<file path="src/common/dqla_macros.svh">
`ifndef DQLA_MACROS_SVH
`define DQLA_MACROS_SVH

// ------------------------------------------------------------------------
// Host address fields
// ------------------------------------------------------------------------
`define ADDR_MAIN        4'h0  // Main register space in addr[15:12]
`define SPACE_HI         15
`define SPACE_LO         12
`define CHAN_HI          7     // Channel field
`define CHAN_LO          4
`define OFF_HI           3     // Offset within channel
`define OFF_LO           0

// Motor channels and DAC chains
`define NUM_MOTORS       8
`define CHANS_PER_DAC    4     // Channels 1-4 on chain 0, 5-8 on chain 1
`define NUM_DAC_CHAINS   2

// DAC frame layout: opcode, address, data
`define DAC_FRAME_BITS   24
`define DAC_ADDR_BITS    4

// Write data bits for the motor status register
`define AMP_EN_BIT       0     // Enable value
`define AMP_EN_MASK_BIT  1     // Enable value is meaningful

// Read-back bit positions
`define STAT_AMP_EN_BIT  0
`define STAT_SAFETY_BIT  1
`define BRD_BUSY_BIT     0
`define BRD_WDOG_BIT     1

`endif
</file>
<file path="src/common/dqla_pkg.sv">
package dqla_pkg;

    // Per-channel register offsets (addr[3:0])
    typedef enum logic [3:0] {
        OFF_BOARD_STATUS = 4'd0,   // Channel 0 only
        OFF_DAC_CTRL     = 4'd1,   // Commanded current
        OFF_MOTOR_STATUS = 4'd12   // Enable and safety flags
    } reg_offset_e;

    // DAC serializer FSM
    typedef enum logic [1:0] {
        DAC_IDLE,
        DAC_LOAD,    // Build next frame
        DAC_SHIFT,   // Clock out bits
        DAC_GAP      // CSn high between frames
    } dac_state_e;

    // LTC2604 command nibble
    typedef enum logic [3:0] {
        DAC_WRITE_INPUT  = 4'b0000,
        DAC_UPDATE       = 4'b0001,
        DAC_WRITE_UPDATE = 4'b0011,  // Write and update in one frame
        DAC_POWER_DOWN   = 4'b0100,
        DAC_NOP          = 4'b1111
    } dac_cmd_e;

    // Commanded motor current
    typedef logic [15:0] cur_cmd_t;

endpackage

</file>
<file path="src/design/dqla_top.sv">
`timescale 1ns/1ps
`include "dqla_macros.svh"

module dqla_top import dqla_pkg::*; (
    input  logic                       sysclk,
    input  logic                       rst_n,
    input  logic [15:0]                reg_raddr,
    input  logic [15:0]                reg_waddr,
    input  logic [31:0]                reg_wdata,
    input  logic                       reg_wen,
    input  logic                       blk_wen,
    input  logic                       wdog_timeout,
    output logic [31:0]                reg_rdata,
    output logic                       wdog_clear,
    output logic                       dac_sclk,
    output logic [`NUM_DAC_CHAINS-1:0] dac_mosi,   // Chain 1 in bit 1
    output logic [`NUM_DAC_CHAINS-1:0] dac_csn
);

    logic [`NUM_MOTORS-1:0] chan_sel;
    logic                   cmd_wr;
    logic                   status_wr;
    logic                   dac_start;
    logic                   dac_busy;
    cur_cmd_t               cur_cmd [`NUM_MOTORS];   // Index 0 is channel 1
    logic [`NUM_MOTORS-1:0] amp_enable;
    logic [`NUM_MOTORS-1:0] safety_disable;

    // ------------------------------------------------------------------------
    // Input side
    // ------------------------------------------------------------------------
    reg_write_decode u_decode (
        .sysclk(sysclk), .rst_n(rst_n), .reg_wen(reg_wen), .blk_wen(blk_wen),
        .dac_busy(dac_busy), .reg_waddr(reg_waddr), .chan_sel(chan_sel),
        .cmd_wr(cmd_wr), .status_wr(status_wr), .dac_start(dac_start)
    );

    // Motor channels
    motor_channel_bank u_bank (
        .sysclk(sysclk), .rst_n(rst_n), .cmd_wr(cmd_wr), .status_wr(status_wr),
        .wdog_timeout(wdog_timeout), .chan_sel(chan_sel), .reg_wdata(reg_wdata),
        .cur_cmd(cur_cmd), .amp_enable(amp_enable), .safety_disable(safety_disable),
        .wdog_clear(wdog_clear)
    );

    // ------------------------------------------------------------------------
    // Output side
    // ------------------------------------------------------------------------
    dac_serializer u_dac (
        .sysclk(sysclk), .rst_n(rst_n), .dac_start(dac_start), .cur_cmd(cur_cmd),
        .dac_busy(dac_busy), .dac_sclk(dac_sclk), .dac_mosi(dac_mosi), .dac_csn(dac_csn)
    );

    reg_read_mux u_rmux (
        .reg_raddr(reg_raddr), .cur_cmd(cur_cmd), .amp_enable(amp_enable),
        .safety_disable(safety_disable), .dac_busy(dac_busy),
        .wdog_timeout(wdog_timeout), .reg_rdata(reg_rdata)
    );

endmodule

</file>
<file path="src/design/reg_read_mux.sv">
`timescale 1ns/1ps
`include "dqla_macros.svh"

module reg_read_mux import dqla_pkg::*; (
    input  logic [15:0]            reg_raddr,
    input  cur_cmd_t               cur_cmd [`NUM_MOTORS],
    input  logic [`NUM_MOTORS-1:0] amp_enable,
    input  logic [`NUM_MOTORS-1:0] safety_disable,
    input  logic                   dac_busy,
    input  logic                   wdog_timeout,
    output logic [31:0]            reg_rdata
);

    logic [3:0]  rspace;
    logic [3:0]  rchan;
    reg_offset_e roff;
    logic [2:0]  ridx;   // Channel 1-8 as array index

    assign rspace = reg_raddr[`SPACE_HI:`SPACE_LO];
    assign rchan  = reg_raddr[`CHAN_HI:`CHAN_LO];
    assign roff   = reg_offset_e'(reg_raddr[`OFF_HI:`OFF_LO]);
    assign ridx   = 3'(rchan - 4'd1);

    always_comb begin
        reg_rdata = 32'd0;   // Unmapped reads return zero
        if (rspace == `ADDR_MAIN) begin
            if (rchan == 4'd0) begin
                // Board registers
                if (roff == OFF_BOARD_STATUS) begin
                    reg_rdata[`BRD_BUSY_BIT] = dac_busy;
                    reg_rdata[`BRD_WDOG_BIT] = wdog_timeout;
                end
            end else if (rchan <= `NUM_MOTORS) begin
                case (roff)
                    OFF_DAC_CTRL:     reg_rdata = {16'd0, cur_cmd[ridx]};
                    OFF_MOTOR_STATUS: begin
                        reg_rdata[`STAT_AMP_EN_BIT] = amp_enable[ridx];
                        reg_rdata[`STAT_SAFETY_BIT] = safety_disable[ridx];
                    end
                    default: reg_rdata = 32'd0;
                endcase
            end
        end
    end

endmodule

</file>
<file path="src/dac/dac_serializer.sv">
`timescale 1ns/1ps
`include "dqla_macros.svh"

module dac_serializer import dqla_pkg::*; (
    input  logic                       sysclk,
    input  logic                       rst_n,
    input  logic                       dac_start,
    input  cur_cmd_t                   cur_cmd [`NUM_MOTORS],
    output logic                       dac_busy,
    output logic                       dac_sclk,
    output logic [`NUM_DAC_CHAINS-1:0] dac_mosi,
    output logic [`NUM_DAC_CHAINS-1:0] dac_csn
);

    localparam int BIT_W   = $clog2(`DAC_FRAME_BITS);
    localparam int FRAME_W = $clog2(`CHANS_PER_DAC);
    localparam int ADDR_W  = `DAC_ADDR_BITS;

    dac_state_e                 state;
    logic [BIT_W-1:0]           bit_cnt;     // Bit within frame
    logic [FRAME_W-1:0]         frame_cnt;   // DAC index within chain
    cur_cmd_t                   cmd_hold [`NUM_MOTORS];
    logic [`DAC_FRAME_BITS-1:0] shreg [`NUM_DAC_CHAINS];
    logic                       last_bit;
    logic                       last_frame;

    assign last_bit   = (bit_cnt == BIT_W'(`DAC_FRAME_BITS - 1));
    assign last_frame = (frame_cnt == FRAME_W'(`CHANS_PER_DAC - 1));

    // MSB first on each chain
    always_comb begin
        for (int c = 0; c < `NUM_DAC_CHAINS; c++) begin
            dac_mosi[c] = shreg[c][`DAC_FRAME_BITS-1];
        end
    end

    // Snapshot of all commands at transfer start
    always_ff @(posedge sysclk) begin
        if (state == DAC_IDLE && dac_start) begin
            cmd_hold <= cur_cmd;
        end
    end

    // ------------------------------------------------------------------------
    // Frame sequencer, shared by both chains
    // ------------------------------------------------------------------------
    always_ff @(posedge sysclk or negedge rst_n) begin
        if (!rst_n) begin
            state     <= DAC_IDLE;
            bit_cnt   <= '0;
            frame_cnt <= '0;
            dac_busy  <= 1'b0;
            dac_sclk  <= 1'b0;
            dac_csn   <= '1;
            for (int c = 0; c < `NUM_DAC_CHAINS; c++) begin
                shreg[c] <= '0;
            end
        end else begin
            case (state)
                DAC_IDLE: begin
                    if (dac_start) begin
                        dac_busy  <= 1'b1;
                        frame_cnt <= '0;
                        state     <= DAC_LOAD;
                    end
                end
                DAC_LOAD: begin
                    // Chain c sends channel c*4 + frame_cnt
                    for (int c = 0; c < `NUM_DAC_CHAINS; c++) begin
                        shreg[c] <= {DAC_WRITE_UPDATE, ADDR_W'(frame_cnt),
                                     cmd_hold[c * `CHANS_PER_DAC + int'(frame_cnt)]};
                    end
                    bit_cnt  <= '0;
                    dac_sclk <= 1'b0;
                    dac_csn  <= '0;
                    state    <= DAC_SHIFT;
                end
                DAC_SHIFT: begin
                    dac_sclk <= ~dac_sclk;             // Two sysclk per bit
                    if (dac_sclk) begin                // Falling edge next
                        if (last_bit) begin
                            dac_csn <= '1;
                            state   <= DAC_GAP;
                        end else begin
                            bit_cnt <= bit_cnt + 1'b1;
                            for (int c = 0; c < `NUM_DAC_CHAINS; c++) begin
                                shreg[c] <= {shreg[c][`DAC_FRAME_BITS-2:0], 1'b0};
                            end
                        end
                    end
                end
                DAC_GAP: begin
                    if (last_frame) begin
                        dac_busy <= 1'b0;   // All four DACs written
                        state    <= DAC_IDLE;
                    end else begin
                        frame_cnt <= frame_cnt + 1'b1;
                        state     <= DAC_LOAD;
                    end
                end
                default: state <= DAC_IDLE;
            endcase
        end
    end

    // Chains stay in lock step
    a_csn_match: assert property (@(posedge sysclk) disable iff (!rst_n)
        dac_csn[0] == dac_csn[1]);

    // Chip select only inside a transfer
    a_csn_busy: assert property (@(posedge sysclk) disable iff (!rst_n)
        (dac_csn != '1) |-> dac_busy);

endmodule

</file>
<file path="src/motor_bank/motor_channel_bank.sv">
`timescale 1ns/1ps
`include "dqla_macros.svh"

module motor_channel_bank import dqla_pkg::*; (
    input  logic                   sysclk,
    input  logic                   rst_n,
    input  logic                   cmd_wr,
    input  logic                   status_wr,
    input  logic                   wdog_timeout,
    input  logic [`NUM_MOTORS-1:0] chan_sel,
    input  logic [31:0]            reg_wdata,
    output cur_cmd_t               cur_cmd [`NUM_MOTORS],
    output logic [`NUM_MOTORS-1:0] amp_enable,
    output logic [`NUM_MOTORS-1:0] safety_disable,
    output logic                   wdog_clear
);

    logic en_mask;   // Enable field valid
    logic en_val;    // Requested enable

    assign en_mask = reg_wdata[`AMP_EN_MASK_BIT];
    assign en_val  = reg_wdata[`AMP_EN_BIT];

    // Any enable request clears the watchdog flag
    assign wdog_clear = status_wr && en_mask && en_val;

    // ------------------------------------------------------------------------
    // Commanded current
    // ------------------------------------------------------------------------
    always_ff @(posedge sysclk or negedge rst_n) begin
        if (!rst_n) begin
            for (int i = 0; i < `NUM_MOTORS; i++) begin
                cur_cmd[i] <= '0;
            end
        end else begin
            for (int i = 0; i < `NUM_MOTORS; i++) begin
                if (cmd_wr && chan_sel[i]) begin
                    cur_cmd[i] <= reg_wdata[15:0];   // Low half only
                end
            end
        end
    end

    // ------------------------------------------------------------------------
    // Amplifier enable and safety disable
    // ------------------------------------------------------------------------
    always_ff @(posedge sysclk or negedge rst_n) begin
        if (!rst_n) begin
            amp_enable     <= '0;
            safety_disable <= '0;
        end else begin
            for (int i = 0; i < `NUM_MOTORS; i++) begin
                if (wdog_timeout) begin
                    amp_enable[i]     <= 1'b0;   // Watchdog wins over host
                    safety_disable[i] <= 1'b1;
                end else if (status_wr && chan_sel[i] && en_mask) begin
                    amp_enable[i] <= en_val;
                    if (en_val) begin
                        safety_disable[i] <= 1'b0;   // Re-enable acknowledges fault
                    end
                end
            end
        end
    end

    // Timeout must drop every amplifier by the next cycle
    a_wdog_off: assert property (@(posedge sysclk) disable iff (!rst_n)
        wdog_timeout |=> (amp_enable == '0));

endmodule

</file>
<file path="src/design/reg_write_decode.sv">
`timescale 1ns/1ps
`include "dqla_macros.svh"

module reg_write_decode import dqla_pkg::*; (
    input  logic                   sysclk,
    input  logic                   rst_n,
    input  logic                   reg_wen,
    input  logic                   blk_wen,
    input  logic                   dac_busy,
    input  logic [15:0]            reg_waddr,
    output logic [`NUM_MOTORS-1:0] chan_sel,
    output logic                   cmd_wr,
    output logic                   status_wr,
    output logic                   dac_start
);

    logic [3:0]  wspace;
    logic [3:0]  wchan;
    reg_offset_e woff;
    logic        chan_ok;   // Main space, channel 1-8
    logic        dac_req;   // Pending DAC update
    logic        launch;

    // ------------------------------------------------------------------------
    // Address decode
    // ------------------------------------------------------------------------
    assign wspace  = reg_waddr[`SPACE_HI:`SPACE_LO];
    assign wchan   = reg_waddr[`CHAN_HI:`CHAN_LO];
    assign woff    = reg_offset_e'(reg_waddr[`OFF_HI:`OFF_LO]);
    assign chan_ok = (wspace == `ADDR_MAIN) && (wchan != 4'd0) && (wchan <= `NUM_MOTORS);

    // One-hot channel select, bit 0 is channel 1
    always_comb begin
        for (int i = 0; i < `NUM_MOTORS; i++) begin
            chan_sel[i] = chan_ok && (wchan == 4'(i + 1));
        end
    end

    assign cmd_wr    = reg_wen && chan_ok && (woff == OFF_DAC_CTRL);
    assign status_wr = reg_wen && chan_ok && (woff == OFF_MOTOR_STATUS);

    // ------------------------------------------------------------------------
    // DAC update request
    // ------------------------------------------------------------------------
    // Hold off while serializer busy or start still in flight
    assign launch = dac_req && !dac_busy && !dac_start;

    always_ff @(posedge sysclk or negedge rst_n) begin
        if (!rst_n) begin
            dac_req   <= 1'b0;
            dac_start <= 1'b0;
        end else begin
            if (cmd_wr) begin
                dac_req <= blk_wen;        // Last write of a block triggers update
            end else if (launch) begin
                dac_req <= 1'b0;
            end
            dac_start <= launch;           // One-cycle pulse
        end
    end

    // Serializer never sees a start mid-transfer
    a_no_start_busy: assert property (@(posedge sysclk) disable iff (!rst_n)
        !(dac_start && dac_busy));

endmodule

</file>
<file path="config.mk">
export PLATFORM = sky130hd
export DESIGN_NAME = dqla_top
export DESIGN_NICKNAME = d
export VERILOG_FILES = /design/src/common/dqla_pkg.sv /design/src/design/dqla_top.sv /design/src/design/reg_read_mux.sv /design/src/dac/dac_serializer.sv /design/src/motor_bank/motor_channel_bank.sv /design/src/design/reg_write_decode.sv
export VERILOG_INCLUDE_DIRS = /design/src /design/src/common
export SDC_FILE = /design/constraint.sdc
export NUM_CORES = 1
export LEC_CHECK = 0
export BUFFER_PORTS_ARGS = -buffer_cell sky130_fd_sc_hd__clkbuf_2
export CAP_MARGIN = 20
export CORE_MARGIN = 5
export CORE_UTILIZATION = 25
export DETAILED_ROUTE_END_ITERATION = 7
export GPL_ROUTABILITY_DRIVEN = 0
export PLACE_DENSITY = 0.41
export SLEW_MARGIN = 20
export SYNTH_ARGS = -nofsm -noshare
export SYNTH_HDL_FRONTEND = slang
export SYNTH_SLANG_ARGS = --single-unit
</file>
<file path="constraint.sdc">
create_clock -name sysclk -period 4.4 [get_ports sysclk]
set_input_delay 0.66 -clock sysclk [delete_from_list [all_inputs] [get_ports sysclk]]
set_output_delay 0.66 -clock sysclk [all_outputs]
set_load 0.01 [all_outputs]
</file>
==> results.txt <==
The synthesized netlist contains 55 unique library cells. The class of the tightest hold or removal check is in -> async. Counting flops and latches in the post-synthesis netlist gives 334. The number of violations of the max-capacitance limit came out at 0. The hold slack came out at 0.2063 ns. The proportion of synthesized flip-flops having asynchronous set or reset is 61.68%. The leakage dissipation is 6.537 nW. By startpoint and endpoint, the worst setup path is classified as in -> out. Of all cell types, the one taking the most synthesized area is dfrtp_1. Dividing total power by cell area gives a power density of 499.1 nW/um^2. The chip height came out at 250.6 um. The TritonCTS buffer count is 39. The synthesized area divided by synthesized cell count is 15.50 um^2.

The maximum achievable frequency came out at 0.2914 GHz. Global routing consumed, on the met1 layer, 14.29% of the routing resources. The total number of vias came out at 8001.

For the worst-skew pair, the clock arrives at the later sink with an insertion delay of 0.55 ns. At the end of the flow the core is filled with cells to 29.63%. Among all flip-flop cells after synthesis, the most frequent one is dfrtp_1. For this run, the number of Yosys warnings is 0. After floorplanning, the core was divided into 88 placement rows. By area the synthesized netlist is led by dfrtp_1 (35%), edfxtp_1 (27%), mux4_2 (11%).

The sequential cell area fraction in the yosys report is 62.18%. The endpoint required time on the critical path came out at 3.74 ns. The root buffer cell chosen for the clock tree is clkbuf_16.

During placement, the flow inserted port buffers numbering 66. The area of the die came out at 62810 um^2. After floorplanning, the core was sized to cover 57480 um^2.

The detailed-routing iteration count for the pre-antenna-repair pass is 4. The sink count of the clock tree is 334. The count of routing violations after the opening detailed-route iteration came out at 367. The H-tree depth is 2. TritonCTS built the clock tree.

The overall power after layout came out at 8.501 mW. The part of the cycle the worst path needs came out at 77.99%. Summing every instance area after synthesis gives 14470 um^2.

Once the clock tree was built, the setup fixing pass inserted 0 buffers. The area occupied by registers is 9002 um^2. The boundary pin count came out at 107. The share of layout cells above drive strength 1 is 35.38%. The fraction of post-synthesis cell area in the top cell type by area is 35.44%.

Compared with the post-synthesis result, the final layout area differs by 17.68%. The hold buffer count at CTS came out at 0. The filler cells instantiated in the layout total 5788. Detailed placement finished with a half-perimeter wire length of 21160 um. The global-route track usage on met2 is 19.17%.

The initial antenna violation count came to 2. For this block, the routed nets add up to 35090 um of wire. The first global-routing pass estimated 54150 um of wire. The detail-routed via count per cell is 4.420. The clock passes through at most 3 buffers. Clock-pin slew was measured on the worst setup and hold paths at 0.06 ns. The final-report max-slew violation count came out at 0. Global routing used 11.20% of the available tracks. The global routing stage identified its most utilized layer as met2. The arrival time of the worst setup path is 2.77 ns. The number of global-route vias before repair came out at 8446. The post-route minimum period is 3.432 ns.

The net total in the final layout is 1089. The number of hold violations in the final report is 0. The post-CTS resize count came out at 0. The synthesized netlist cell count is 934. The largest voltage drop on the vdd net is 0.0002431 V. The combined area of the multi-input logic cells is 5164 um^2. The setup TNS is 0 ns. The flow ran to the end, and the final reports show no timing, DRC or antenna violations. Once the floorplan was initialized, standard cells occupied 25.18% of the core. The worst clock skew came out at 0.01569 ns.

From left edge to right edge, the die measures 250.6 um. The total congestion overflow is 0. Global routing consumed, on the met3 layer, 1.900% of the routing resources. The worst-case headroom to the max-slew limit is 35.70%. The startpoint class of the critical path is a primary input. In the final routed layout, each cell accounts on average for 19.39 um. Setup slack on the worst reg-to-reg path comes out at 1.92 ns.

The largest net degree at the start of global routing is 116. The worst setup path is captured at an output pin. Setup repair after global routing left no endpoint under its margin. The remaining antenna violation count after routing is 0. The number of setup violations in the final report is 0. For the pin with the worst max-slew slack, the measured transition is 0.9571 ns. The critical-path maximum fanout came out at 14. After detailed routing, the number of remaining DRC violations is 0. The synthesized design contains 128 enable-type register cells.
synthesized netlist by cell type, types with 2 or more instances:
| master | count |
|---|---|
| nor3b_1 | 4 |
| nand3_1 | 4 |
| mux2_2 | 119 |
| nor3_1 | 11 |
| nor2b_1 | 6 |
| mux2i_1 | 38 |
| a211oi_1 | 2 |
| nand2_1 | 46 |
| xor2_1 | 2 |
| edfxtp_1 | 128 |
| a22oi_1 | 5 |
| mux2_4 | 10 |
| a21oi_1 | 62 |
| and2_1 | 3 |
| nor2_1 | 63 |
| ha_1 | 7 |
| or4_1 | 2 |
| a22o_1 | 11 |
| o21ai_0 | 8 |
| inv_1 | 9 |
| buf_4 | 20 |
| nor3_4 | 6 |
| nor4_1 | 3 |
| dfrtp_1 | 205 |
| nor4b_1 | 2 |
| buf_1 | 11 |
| o22a_1 | 5 |
| clkbuf_1 | 21 |
| nand2b_1 | 11 |
| xnor2_1 | 4 |
| and2b_1 | 2 |
| buf_2 | 13 |
| mux4_2 | 68 |
| nand4b_1 | 2 |
path summary, 6_finish.rpt:
path	startpoint	end	cells after the start
max in group asynchronous	rst_n	u_dac.shreg[13]	2
hold reg to reg	u_bank.cur_cmd[109]	u_dac.cmd_hold[109]	0
min in group sysclk	blk_wen	u_decode.dac_req	3
hold / removal	rst_n	u_bank.safety_disable[7]	1
setup reg to reg	u_dac.state[0]	u_dac.shreg[29]	8
setup / recovery	reg_raddr[4]	reg_rdata[4]	8
critical path, stage by stage:
cell      delay, ns
buf_2          0.10
inv_1          0.05
ha_2           0.62
buf_4          0.38
mux4_2         0.25
nand2_1        0.08
a21oi_1        0.38
clkbuf_2       0.22
stage by stage:
stage	setup slack (ns)	instances	cell area (um^2)
global route	0.7928	1809	17030
global placement	0.8972	1736	15700
floorplan	0.2316	949	14530
finish	0.9683	1810	17030
CTS	0.8816	1807	17000
detailed placement	0.8877	1736	15700
cell type report:
class	count	area share (%)
clock inverter	17	1.058
tap	765	5.620
inverter	9	0.1983
clock buffer	54	6.604
sequential	334	52.85
timing repair buffer	90	3.320
multi-input combinational	539	30.32
antenna	2	0.02938
where the power goes:
| group | leakage [nW] | internal [mW] | switching [mW] |
|---|---|---|---|
| sequential | 3.62 | 3.45 | 0.210 |
| clock | 0.635 | 1.97 | 1.31 |
| combinational | 2.29 | 0.618 | 0.939 |
kinds of logic after synthesis:
kind of cell / Yosys count / share of synthesized area, %
buf+inv: 76 / 2.766
flops: 334 / 62.18
other cells: 1 / 0.02591
xor+xnor: 6 / 0.3631
mux: 235 / 23.50
fa+ha+maj: 7 / 0.6051
compound gates: 100 / 4.227
simple gates: 175 / 6.328
layout by cell type (no fill, tap or decap), types with 4 or more instances in the layout:
master     instances
dfrtp_1          203
edfxtp_1         128
mux2_2           119
mux4_2            68
clkbuf_2          64
nor2_1            63
a21oi_1           62
nand2_1           46
clkbuf_16         41
mux2i_1           38
buf_4             21
conb_1            16
a22o_1            11
nand2b_1          11
nor3_1            11
mux2_4            10
inv_1              9
o21ai_0            8
clkbuf_1           8
clkinv_2           7
nor2b_1            6
nor3_4             6
a22oi_1            5
o22a_1             5
ha_1               5
clkbuf_8           5
nor3b_1            4
nand3_1            4
sequential cells by signal, indices dropped and copies added (netlist names):
signal,count
u_dac.bit_cnt,5
u_decode.dac_start,1
u_dac.dac_busy,1
u_dac.dac_sclk,1
u_dac.dac_csn,1
u_dac.dac_mosi,2
u_decode.dac_req,1
u_bank.safety_disable,8
u_dac.cmd_hold,128
u_dac.frame_cnt,2
u_bank.cur_cmd,128
u_dac.shreg,46
u_bank.amp_enable,8
u_dac.state,2
routing by layer:
layer / wire length, um / share of wire [%]
met1: 14770 / 42
met2: 17950 / 51
met3: 1341 / 3.8
met4: 1026 / 2.9
met5: 0 / 0
(Power assumes the default switching activity.)
